===== config.mk =====
export PLATFORM = sky130hd
export DESIGN_NAME = trace_backend
export DESIGN_NICKNAME = d
export VERILOG_FILES = /design/src/verilog/trace_backend_pkg.sv /design/src/verilog/axi_write_ctrl.sv /design/src/verilog/fifo_trans.sv /design/src/verilog/trace_backend.sv /design/src/verilog/trace_batch.sv
export VERILOG_INCLUDE_DIRS = /design/src /design/src/verilog
export SDC_FILE = /design/constraint.sdc
export NUM_CORES = 2
export LEC_CHECK = 0
export BUFFER_PORTS_ARGS = -buffer_cell sky130_fd_sc_hd__buf_2
export CAP_MARGIN = 20
export CORE_MARGIN = 1.5
export CORE_UTILIZATION = 35
export DETAILED_ROUTE_END_ITERATION = 10
export PLACE_DENSITY_LB_ADDON = 0.12
export SKIP_CTS_REPAIR_TIMING = 1
export SLEW_MARGIN = 20
export SYNTH_ARGS = -nofsm -noshare
export SYNTH_HDL_FRONTEND = slang
export SYNTH_SLANG_ARGS = --single-unit

===== constraint.sdc =====
create_clock -name host_clk -period 10.04 [get_ports host_clk]
set_input_delay 2.51 -clock host_clk [delete_from_list [all_inputs] [get_ports host_clk]]
set_output_delay 2.51 -clock host_clk [all_outputs]
set_load 0.03 [all_outputs]

===== src/verilog/trace_backend_config.svh =====
`ifndef TRACE_BACKEND_CONFIG_SVH
`define TRACE_BACKEND_CONFIG_SVH

// Bus widths.
`define TB_CTRL_ADDR_WIDTH 16
`define TB_AXI_ADDR_WIDTH  36
`define TB_AXI_DATA_WIDTH  64
`define TB_AXI_ID_WIDTH    4

// Burst and buffering.
`define TB_BURST_LEN       4
`define TB_FIFO_DEPTH      16

// Byte offsets on the control port.
`define TB_REG_CTRL        16'h0000
`define TB_REG_BASE_LO     16'h0004
`define TB_REG_BASE_HI     16'h0008
`define TB_REG_SIZE        16'h000C
`define TB_REG_WCOUNT      16'h0010
`define TB_REG_STATUS      16'h0014

`endif


===== src/verilog/trace_backend_pkg.sv =====
`include "trace_backend_config.svh"

package trace_backend_pkg;

    typedef logic [63:0] tick_t;
    typedef logic [31:0] trace_word_t;
    typedef logic [95:0] record_t;      // Word 0 in the low bits.
    typedef logic [1:0]  rec_len_t;     // Length in words, 1 to 3.

    typedef logic [`TB_AXI_ADDR_WIDTH-1:0]  axi_addr_t;
    typedef logic [`TB_AXI_DATA_WIDTH-1:0]  axi_data_t;
    typedef logic [`TB_CTRL_ADDR_WIDTH-1:0] ctrl_addr_t;

    typedef enum logic [1:0] {
        IDLE,
        ADDR,
        DATA,
        RESP
    } wr_state_t;

endpackage


===== src/verilog/axi_write_ctrl.sv =====
`timescale 1ns/1ps
`include "trace_backend_config.svh"

module axi_write_ctrl (
    input  logic                                host_clk,
    input  logic                                rst,
    input  logic                                ctrl_wen,
    input  trace_backend_pkg::ctrl_addr_t       ctrl_waddr,
    input  logic [31:0]                         ctrl_wdata,
    input  logic                                ctrl_ren,
    input  trace_backend_pkg::ctrl_addr_t       ctrl_raddr,
    output logic [31:0]                         ctrl_rdata,
    input  logic                                word_valid,
    input  trace_backend_pkg::axi_data_t        word_data,
    output logic                                word_ready,
    input  logic [$clog2(`TB_FIFO_DEPTH):0]     word_count,
    output logic                                flush,
    output logic [`TB_AXI_ID_WIDTH-1:0]         m_axi_awid,
    output trace_backend_pkg::axi_addr_t        m_axi_awaddr,
    output logic [7:0]                          m_axi_awlen,
    output logic [2:0]                          m_axi_awsize,
    output logic [1:0]                          m_axi_awburst,
    output logic                                m_axi_awlock,
    output logic [3:0]                          m_axi_awcache,
    output logic [2:0]                          m_axi_awprot,
    output logic [3:0]                          m_axi_awqos,
    output logic [3:0]                          m_axi_awregion,
    output logic                                m_axi_awvalid,
    input  logic                                m_axi_awready,
    output trace_backend_pkg::axi_data_t        m_axi_wdata,
    output logic [`TB_AXI_DATA_WIDTH/8-1:0]     m_axi_wstrb,
    output logic                                m_axi_wlast,
    output logic                                m_axi_wvalid,
    input  logic                                m_axi_wready,
    input  logic [`TB_AXI_ID_WIDTH-1:0]         m_axi_bid,
    input  logic [1:0]                          m_axi_bresp,
    input  logic                                m_axi_bvalid,
    output logic                                m_axi_bready
);
    import trace_backend_pkg::*;

    localparam int BEAT_BYTES = `TB_AXI_DATA_WIDTH / 8;

    wr_state_t   state;
    axi_addr_t   base;
    logic [31:0] size;
    logic [31:0] offset;
    logic [31:0] wcount;
    logic        enable;
    logic        flush_req;
    logic        bus_err;
    logic        wrapped;
    logic [7:0]  beats;
    logic [7:0]  beat_cnt;
    logic [31:0] to_wrap;
    logic [31:0] avail;
    logic [31:0] next_beats;
    logic [31:0] next_offset;
    logic        start;

    // Burst length is capped by the words buffered and the distance to the wrap point.
    assign to_wrap     = (size - offset) >> $clog2(BEAT_BYTES);
    assign avail       = (word_count >= `TB_BURST_LEN) ? `TB_BURST_LEN : 32'(word_count);
    assign next_beats  = (avail < to_wrap) ? avail : to_wrap;
    assign next_offset = offset + 32'(beats) * BEAT_BYTES;
    assign start       = enable && next_beats != '0
                         && (word_count >= `TB_BURST_LEN || flush_req);

    assign m_axi_awid     = '0;
    assign m_axi_awlen    = beats - 8'd1;
    assign m_axi_awsize   = 3'($clog2(BEAT_BYTES));
    assign m_axi_awburst  = 2'b01;              // INCR.
    assign m_axi_awlock   = 1'b0;
    assign m_axi_awcache  = 4'b0011;
    assign m_axi_awprot   = 3'b000;
    assign m_axi_awqos    = 4'h0;
    assign m_axi_awregion = 4'h0;
    assign m_axi_awvalid  = state == ADDR;
    assign m_axi_wdata    = word_data;
    assign m_axi_wstrb    = '1;
    assign m_axi_wlast    = beat_cnt == beats - 8'd1;
    assign m_axi_wvalid   = state == DATA && word_valid;
    assign word_ready     = state == DATA && m_axi_wready;
    assign m_axi_bready   = state == RESP;

    always_ff @(posedge host_clk) begin
        if (rst) begin
            state     <= IDLE;
            enable    <= 1'b0;
            flush_req <= 1'b0;
            flush     <= 1'b0;
            base      <= '0;
            size      <= '0;
            offset    <= '0;
            wcount    <= '0;
            bus_err   <= 1'b0;
            wrapped   <= 1'b0;
        end else begin
            flush <= 1'b0;
            case (state)
                IDLE: begin
                    if (start) begin
                        state <= ADDR;
                    end else if (flush_req && !flush && word_count == '0) begin
                        flush_req <= 1'b0;  // Drained.
                    end
                end
                ADDR: begin
                    if (m_axi_awready) begin
                        state <= DATA;
                    end
                end
                DATA: begin
                    if (m_axi_wvalid && m_axi_wready && m_axi_wlast) begin
                        state <= RESP;
                    end
                end
                RESP: begin
                    if (m_axi_bvalid) begin
                        state  <= IDLE;
                        wcount <= wcount + 32'(beats) * BEAT_BYTES;
                        if (m_axi_bresp != 2'b00 || m_axi_bid != m_axi_awid) begin
                            bus_err <= 1'b1;
                        end
                        if (next_offset >= size) begin
                            offset  <= '0;
                            wrapped <= 1'b1;
                        end else begin
                            offset <= next_offset;
                        end
                    end
                end
                default: state <= IDLE;
            endcase
            if (ctrl_wen) begin
                case (ctrl_waddr)
                    `TB_REG_CTRL: begin
                        enable <= ctrl_wdata[0];
                        if (ctrl_wdata[1]) begin
                            flush_req <= 1'b1;
                            flush     <= 1'b1;  // One pulse pushes the waiting half word.
                        end
                    end
                    `TB_REG_BASE_LO: begin
                        base[31:0] <= ctrl_wdata;
                        offset     <= '0;
                    end
                    `TB_REG_BASE_HI: base[`TB_AXI_ADDR_WIDTH-1:32] <=
                        ctrl_wdata[`TB_AXI_ADDR_WIDTH-33:0];
                    `TB_REG_SIZE: begin
                        size   <= ctrl_wdata;
                        offset <= '0;
                    end
                    `TB_REG_WCOUNT: wcount <= '0;
                    `TB_REG_STATUS: bus_err <= 1'b0;
                    default: ;
                endcase
            end
        end
    end

    // Burst fields are loaded every idle cycle and held through the burst.
    always_ff @(posedge host_clk) begin
        if (state == IDLE) begin
            beats        <= 8'(next_beats);
            beat_cnt     <= '0;
            m_axi_awaddr <= base + axi_addr_t'(offset);
        end else if (m_axi_wvalid && m_axi_wready) begin
            beat_cnt <= beat_cnt + 8'd1;
        end
    end

    always_ff @(posedge host_clk) begin
        if (ctrl_ren) begin
            case (ctrl_raddr)
                `TB_REG_CTRL:    ctrl_rdata <= {30'h0, flush_req, enable};
                `TB_REG_BASE_LO: ctrl_rdata <= base[31:0];
                `TB_REG_BASE_HI: ctrl_rdata <= 32'(base[`TB_AXI_ADDR_WIDTH-1:32]);
                `TB_REG_SIZE:    ctrl_rdata <= size;
                `TB_REG_WCOUNT:  ctrl_rdata <= wcount;
                `TB_REG_STATUS:  ctrl_rdata <= {29'h0, wrapped, bus_err, state != IDLE};
                default:         ctrl_rdata <= '0;
            endcase
        end
    end

endmodule


===== src/verilog/fifo_trans.sv =====
`timescale 1ns/1ps
`include "trace_backend_config.svh"

module fifo_trans (
    input  logic                                host_clk,
    input  logic                                rst,
    input  logic                                rec_valid,
    input  trace_backend_pkg::record_t          rec_data,
    input  trace_backend_pkg::rec_len_t         rec_len,
    output logic                                rec_ready,
    input  logic                                flush,
    output logic                                word_valid,
    output trace_backend_pkg::axi_data_t        word_data,
    input  logic                                word_ready,
    output logic [$clog2(`TB_FIFO_DEPTH):0]     word_count
);
    import trace_backend_pkg::*;

    localparam int PTR_W = $clog2(`TB_FIFO_DEPTH);

    axi_data_t          mem [`TB_FIFO_DEPTH];
    logic [PTR_W-1:0]   wr_ptr;
    logic [PTR_W-1:0]   rd_ptr;
    logic               half_valid;
    trace_word_t        half_data;
    logic               rec_fire;
    logic               pop;
    logic [2:0]         total;
    logic [1:0]         push_cnt;
    logic [127:0]       cat;
    trace_word_t        words [4];

    // A record can add two pairs, so keep two slots in hand.
    assign rec_ready  = (`TB_FIFO_DEPTH - word_count) >= 2;
    assign rec_fire   = rec_valid && rec_ready;
    assign word_valid = word_count != '0;
    assign word_data  = mem[rd_ptr];
    assign pop        = word_valid && word_ready;

    always_comb begin
        total = {2'b00, half_valid} + (rec_fire ? {1'b0, rec_len} : 3'd0);
        cat   = half_valid ? {rec_data, half_data} : {32'h0, rec_data};
        for (int i = 0; i < 4; i++) begin
            words[i] = (i < total) ? cat[32*i +: 32] : '0;  // Zero past the last word.
        end
        // Flush rounds up, the odd word going out with a zero upper half.
        push_cnt = flush ? 2'((total + 3'd1) >> 1) : total[2:1];
    end

    always_ff @(posedge host_clk) begin
        if (rst) begin
            half_valid <= 1'b0;
            wr_ptr     <= '0;
            rd_ptr     <= '0;
            word_count <= '0;
        end else begin
            half_valid <= !flush && total[0];
            wr_ptr     <= wr_ptr + PTR_W'(push_cnt);
            rd_ptr     <= rd_ptr + PTR_W'(pop);
            word_count <= word_count + push_cnt - pop;
        end
    end

    always_ff @(posedge host_clk) begin
        if (total[0]) begin
            half_data <= total[1] ? words[2] : words[0];  // Odd word waits for its partner.
        end
        if (push_cnt != 2'd0) begin
            mem[wr_ptr] <= {words[1], words[0]};
        end
        if (push_cnt == 2'd2) begin
            mem[wr_ptr + 1'b1] <= {words[3], words[2]};
        end
    end

endmodule


===== src/verilog/trace_backend.sv =====
`timescale 1ns/1ps
`include "trace_backend_config.svh"

module trace_backend (
    input  logic                                host_clk,
    input  logic                                rst,
    input  trace_backend_pkg::tick_t            tick_cnt,
    input  logic                                trace0_valid,
    input  trace_backend_pkg::trace_word_t      trace0_data,
    input  logic                                trace1_valid,
    input  trace_backend_pkg::trace_word_t      trace1_data,
    output logic                                trace_ready,
    input  logic                                ctrl_wen,
    input  trace_backend_pkg::ctrl_addr_t       ctrl_waddr,
    input  logic [31:0]                         ctrl_wdata,
    input  logic                                ctrl_ren,
    input  trace_backend_pkg::ctrl_addr_t       ctrl_raddr,
    output logic [31:0]                         ctrl_rdata,
    output logic [`TB_AXI_ID_WIDTH-1:0]         m_axi_awid,
    output trace_backend_pkg::axi_addr_t        m_axi_awaddr,
    output logic [7:0]                          m_axi_awlen,
    output logic [2:0]                          m_axi_awsize,
    output logic [1:0]                          m_axi_awburst,
    output logic                                m_axi_awlock,
    output logic [3:0]                          m_axi_awcache,
    output logic [2:0]                          m_axi_awprot,
    output logic [3:0]                          m_axi_awqos,
    output logic [3:0]                          m_axi_awregion,
    output logic                                m_axi_awvalid,
    input  logic                                m_axi_awready,
    output trace_backend_pkg::axi_data_t        m_axi_wdata,
    output logic [`TB_AXI_DATA_WIDTH/8-1:0]     m_axi_wstrb,
    output logic                                m_axi_wlast,
    output logic                                m_axi_wvalid,
    input  logic                                m_axi_wready,
    input  logic [`TB_AXI_ID_WIDTH-1:0]         m_axi_bid,
    input  logic [1:0]                          m_axi_bresp,
    input  logic                                m_axi_bvalid,
    output logic                                m_axi_bready,
    output logic [`TB_AXI_ID_WIDTH-1:0]         m_axi_arid,
    output trace_backend_pkg::axi_addr_t        m_axi_araddr,
    output logic [7:0]                          m_axi_arlen,
    output logic [2:0]                          m_axi_arsize,
    output logic [1:0]                          m_axi_arburst,
    output logic                                m_axi_arlock,
    output logic [3:0]                          m_axi_arcache,
    output logic [2:0]                          m_axi_arprot,
    output logic [3:0]                          m_axi_arqos,
    output logic [3:0]                          m_axi_arregion,
    output logic                                m_axi_arvalid,
    input  logic                                m_axi_arready,
    input  logic [`TB_AXI_ID_WIDTH-1:0]         m_axi_rid,
    input  trace_backend_pkg::axi_data_t        m_axi_rdata,
    input  logic [1:0]                          m_axi_rresp,
    input  logic                                m_axi_rlast,
    input  logic                                m_axi_rvalid,
    output logic                                m_axi_rready
);
    import trace_backend_pkg::*;

    logic                               rec_valid;
    record_t                            rec_data;
    rec_len_t                           rec_len;
    logic                               rec_ready;
    logic                               word_valid;
    axi_data_t                          word_data;
    logic                               word_ready;
    logic [$clog2(`TB_FIFO_DEPTH):0]    word_count;
    logic                               flush;

    trace_batch u_trace_batch (.*);

    fifo_trans u_fifo_trans (.*);

    axi_write_ctrl u_axi_write_ctrl (.*);

    // Write-only master.
    assign m_axi_arid     = '0;
    assign m_axi_araddr   = '0;
    assign m_axi_arlen    = 8'd0;
    assign m_axi_arsize   = 3'd0;
    assign m_axi_arburst  = 2'b01;
    assign m_axi_arlock   = 1'b0;
    assign m_axi_arcache  = 4'h0;
    assign m_axi_arprot   = 3'h0;
    assign m_axi_arqos    = 4'h0;
    assign m_axi_arregion = 4'h0;
    assign m_axi_arvalid  = 1'b0;
    assign m_axi_rready   = 1'b0;

endmodule


===== src/verilog/trace_batch.sv =====
`timescale 1ns/1ps

module trace_batch (
    input  logic                            host_clk,
    input  logic                            rst,
    input  trace_backend_pkg::tick_t        tick_cnt,
    input  logic                            trace0_valid,
    input  trace_backend_pkg::trace_word_t  trace0_data,
    input  logic                            trace1_valid,
    input  trace_backend_pkg::trace_word_t  trace1_data,
    output logic                            trace_ready,
    output logic                            rec_valid,
    output trace_backend_pkg::record_t      rec_data,
    output trace_backend_pkg::rec_len_t     rec_len,
    input  logic                            rec_ready
);
    import trace_backend_pkg::*;

    logic        capture;
    trace_word_t header;
    trace_word_t word1;
    trace_word_t word2;

    // Output register is free when empty or being taken this cycle.
    assign trace_ready = !rec_valid || rec_ready;
    assign capture     = trace_ready && (trace0_valid || trace1_valid);

    assign header = {tick_cnt[29:0], trace1_valid, trace0_valid};
    assign word1  = trace0_valid ? trace0_data : trace1_data;  // First valid channel.
    assign word2  = (trace0_valid && trace1_valid) ? trace1_data : '0;

    always_ff @(posedge host_clk) begin
        if (rst) begin
            rec_valid <= 1'b0;
        end else if (capture) begin
            rec_valid <= 1'b1;
        end else if (rec_ready) begin
            rec_valid <= 1'b0;
        end
    end

    always_ff @(posedge host_clk) begin
        if (capture) begin
            rec_data <= {word2, word1, header};
            rec_len  <= (trace0_valid && trace1_valid) ? 2'd3 : 2'd2;
        end
    end

endmodule

==> impl_metrics.env <==
export IMPL_synth_most_common_cell="nand2_1"
export IMPL_die_w_um=455
export IMPL_swShare_pct=33.1
export IMPL_arrival_ps=8120
export IMPL_max_freq_mhz=132
export IMPL_syn_area_mm2=0.0717
export IMPL_wl_met1_mm=110
export IMPL_maxCapViolCount=0
export IMPL_fin_setup_tns_ps=0
export IMPL_num_nets_final=6813
export IMPL_yosysTopAreaCell="edfxtp_1"
export IMPL_cp_start_kind="flip-flop"
export IMPL_initial_utilization_pct=35.3
export IMPL_cts_tree="built"
export IMPL_vias_per_cell=5.55
export IMPL_synth_ff_type="edfxtp_1"
export IMPL_path_max_fanout=58
export IMPL_ys_types=86
export IMPL_hold_viol_final=0
export IMPL_drc=0
export IMPL_finalWorstSetupSlack_ps=2450
export IMPL_synthTopCellsByCount="nand2_1, edfxtp_1, o21ai_0, clkbuf_1, mux4_2"
export IMPL_numCtsBuffers=161
export IMPL_wl_per_cell_um=28.5
export IMPL_synth_edff_count=1229
export IMPL_grt_pass1_wl_mm=367
export IMPL_die_area_mm2=0.207
export IMPL_dr_pass1_iters=9
export IMPL_clkTransAtPathRegs_ps=60
export IMPL_top_layer="met5"
export IMPL_p_int_uw=11800
export IMPL_status="finished, final reports clean"
export IMPL_cts_sinks=1388
export IMPL_p_leak_uw=0.0277
export IMPL_synth_top_area_share_pct=51.5
export IMPL_pwr_share_comb_pct=24.4
export IMPL_hp_class="reg -> reg"
export IMPL_rsz0062_at_grt="false"
export IMPL_pre_cts_slack_ps=2470
export IMPL_p_clk_share_pct=32.1
export IMPL_synth_area_leaders="edfxtp_1, mux4_2, o21ai_0"
export IMPL_clock_skew_ps=49.8
export IMPL_routed_wl_met3_mm=18.9
export IMPL_cts_root_buffer="clkbuf_16"
export IMPL_rows=165
export IMPL_p_sw_uw=5840
export IMPL_wl_mm=262
export IMPL_finalMaxSlewViolations=0
export IMPL_drive_above_1_share_pct=17.6
export IMPL_grt_usage_pct=24.7
export IMPL_area_growth_syn_to_layout_pct=12.3
export IMPL_vias=51000
export IMPL_setup_viol=0
export IMPL_seq_power_share_pct=43.4
export IMPL_ys_async_sr_fraction_pct=0
export IMPL_crit_chain="inv_1, ha_1, and2_1, ha_1, nor4b_1, o21ai_0, and3_1, ha_4, inv_1, fa_2, mux2i_1, nand2_1, nor2_1, and3_4, buf_4, buf_4, o21ai_0"
export IMPL_vdd_drop_max_mv=0.202
export IMPL_routabilityCongestion=0.832
export IMPL_clock_path_buffers=3
export IMPL_io_pins=529
export IMPL_cp_slowest_stage_delay_ps=850
export IMPL_fillers=19400
export IMPL_yosys_warnings=0
export IMPL_grt_max_degree=129
export IMPL_grt_pass1_vias=49200
export IMPL_fin_crit_ps=7590
export IMPL_antenna_found_initial=21
export IMPL_avgSynthCellArea_um2=11.3
export IMPL_clock_latency_ps=850
export IMPL_core_mm2=0.203
export IMPL_dp_hpwl_mm=157
export IMPL_crit_required_ps=10560
export IMPL_crit_type="reg -> reg"
export IMPL_drt_iter0_drc=5516
export IMPL_wl_met2_mm=123
export IMPL_worstMarginPinSlew_ps=1180
export IMPL_yosysSeqAreaShare_pct=55.9
export IMPL_fin_crit_sh_pct=75.6
export IMPL_p_per_area_mw_per_mm2=219
export IMPL_cts_htree_levels=4
export IMPL_syn_inst=6336
export IMPL_critPathCaptureType="flip-flop"
export IMPL_critPathSlowestCell="ha_4"
export IMPL_ys_ff_latch=1388
export IMPL_final_antenna_net_count=0
export IMPL_grt_overflow=0
export IMPL_port_buffers=317
export IMPL_max_slew_margin_rel_pct=21.5
export IMPL_fp_dieH_um=455
sequential cells by signal, indices dropped and copies added, names as in the netlist, 2 cells and up:
signal and count:
u_fifo_trans.mem 1024, u_trace_batch.rec_data 96, u_axi_write_ctrl.base 36, u_axi_write_ctrl.m_axi_awaddr 36, u_axi_write_ctrl.ctrl_rdata 32, u_axi_write_ctrl.offset 32, u_axi_write_ctrl.size 32, u_fifo_trans.half_data 32
u_axi_write_ctrl.wcount 29, u_axi_write_ctrl.beat_cnt 8, u_axi_write_ctrl.beats 8, u_fifo_trans.word_count 5, u_fifo_trans.rd_ptr 4, u_fifo_trans.wr_ptr 4, u_axi_write_ctrl.state 2
final timing paths:
| check | start | endpoint | slack [ps] | cells past startpoint |
|---|---|---|---|---|
| worst min register to register | u_axi_write_ctrl.base[5]$_SDFFE_PP0P_ | u_axi_write_ctrl.base[5]$_SDFFE_PP0P_ | 470 | 2 |
| worst min-delay path | u_axi_write_ctrl.base[5]$_SDFFE_PP0P_ | u_axi_write_ctrl.base[5]$_SDFFE_PP0P_ | 470 | 2 |
| worst max register to register | u_fifo_trans.word_count[2]$_SDFF_PP0_ | u_fifo_trans.mem[0][54]$_DFFE_PP_ | 2450 | 17 |
| worst max-delay path | u_fifo_trans.word_count[2]$_SDFF_PP0_ | u_fifo_trans.mem[0][54]$_DFFE_PP_ | 2450 | 17 |
cell usage in the layout (no fill, tap or decap), types with 14 or more instances in the layout:
| cell type | instances |
|---|---|
| mux2_2 | 64 |
| or2_2 | 70 |
| and2_1 | 50 |
| nor2_1 | 192 |
| nand3_1 | 32 |
| buf_12 | 14 |
| clkinv_2 | 19 |
| a222oi_1 | 28 |
| nand2_1 | 1342 |
| nor3_1 | 23 |
| and3_1 | 83 |
| a21oi_1 | 164 |
| clkbuf_16 | 162 |
| xor2_1 | 47 |
| a22o_1 | 14 |
| nand2b_1 | 15 |
| buf_4 | 72 |
| inv_1 | 144 |
| xnor2_1 | 93 |
| nand4_1 | 34 |
| buf_2 | 316 |
| conb_1 | 107 |
| clkbuf_1 | 48 |
| dfxtp_1 | 154 |
| a21o_1 | 55 |
| mux2i_1 | 80 |
| mux4_2 | 320 |
| edfxtp_1 | 1229 |
| nor2b_1 | 23 |
| o21ai_0 | 1104 |
| clkinv_1 | 22 |
| ha_1 | 137 |
power by group through the flow:
stage	Sequential (uW)	Combinational [uW]	Clock, uW
final	7650	4310	5660
after global placement	7760	4240	0
after detailed placement	7760	4320	0
after CTS	7650	4330	5760
after global routing	7670	4760	5970
after floorplan	7680	2750	0
area by class of cell:
cell class / instances / area [um^2] / area share [%]
Inverter: 144 / 541 / 0.672
Sequential cell: 1388 / 40100 / 49.8
Clock inverter: 64 / 627 / 0.779
Tap cell: 2672 / 3340 / 4.16
Multi-Input combinational cell: 4285 / 29000 / 36.1
Antenna cell: 10 / 25.0 / 0.0311
Timing Repair Buffer: 407 / 2520 / 3.14
Clock buffer: 213 / 4280 / 5.31
critical path, delay by kind of cell, from the launching register on:
kind,cells,cell delay [ps]
mux,1,450
flops,1,430
buf+inv,4,1800
fa+ha+maj,4,2090
simple gates,6,1970
compound gates,2,430
cells by family (layout without fill, tap and decap cells):
kind of cell    after synthesis  in the layout  synth area share (%)
compound gates             1484           1484                  11.4
xor+xnor                    140            140                  1.71
fa+ha+maj                   146            146                  2.61
buf+inv                     768            828                  4.61
flops                      1388           1388                  55.9
mux                         466            466                  12.2
other cells                   2            117                0.0105
simple gates               1942           1942                  11.5
metal layers:
layer	GRT usage [%]	up-vias
met1	33.3	25500
met4	9.38	16
li1	-	23000
met5	0	-
met2	39.9	2135
met3	3.99	387
through the flow:
step / cells / util [%] / area [um^2] / hold WS, ps / total power (uW)
after floorplan: 6441 / - / 72100 / 437 / 10400
after global placement: 8892 / 37.2 / 75400 / 464 / 12000
after detailed placement: 8895 / 37.2 / 75500 / 469 / 12100
after CTS: 9172 / 39.7 / 80400 / 477 / 17700
after global routing: 9175 / 39.7 / 80400 / 500 / 18400
final: 9183 / 39.7 / 80500 / 474 / 17600
Power figures use the tool's default switching activity.
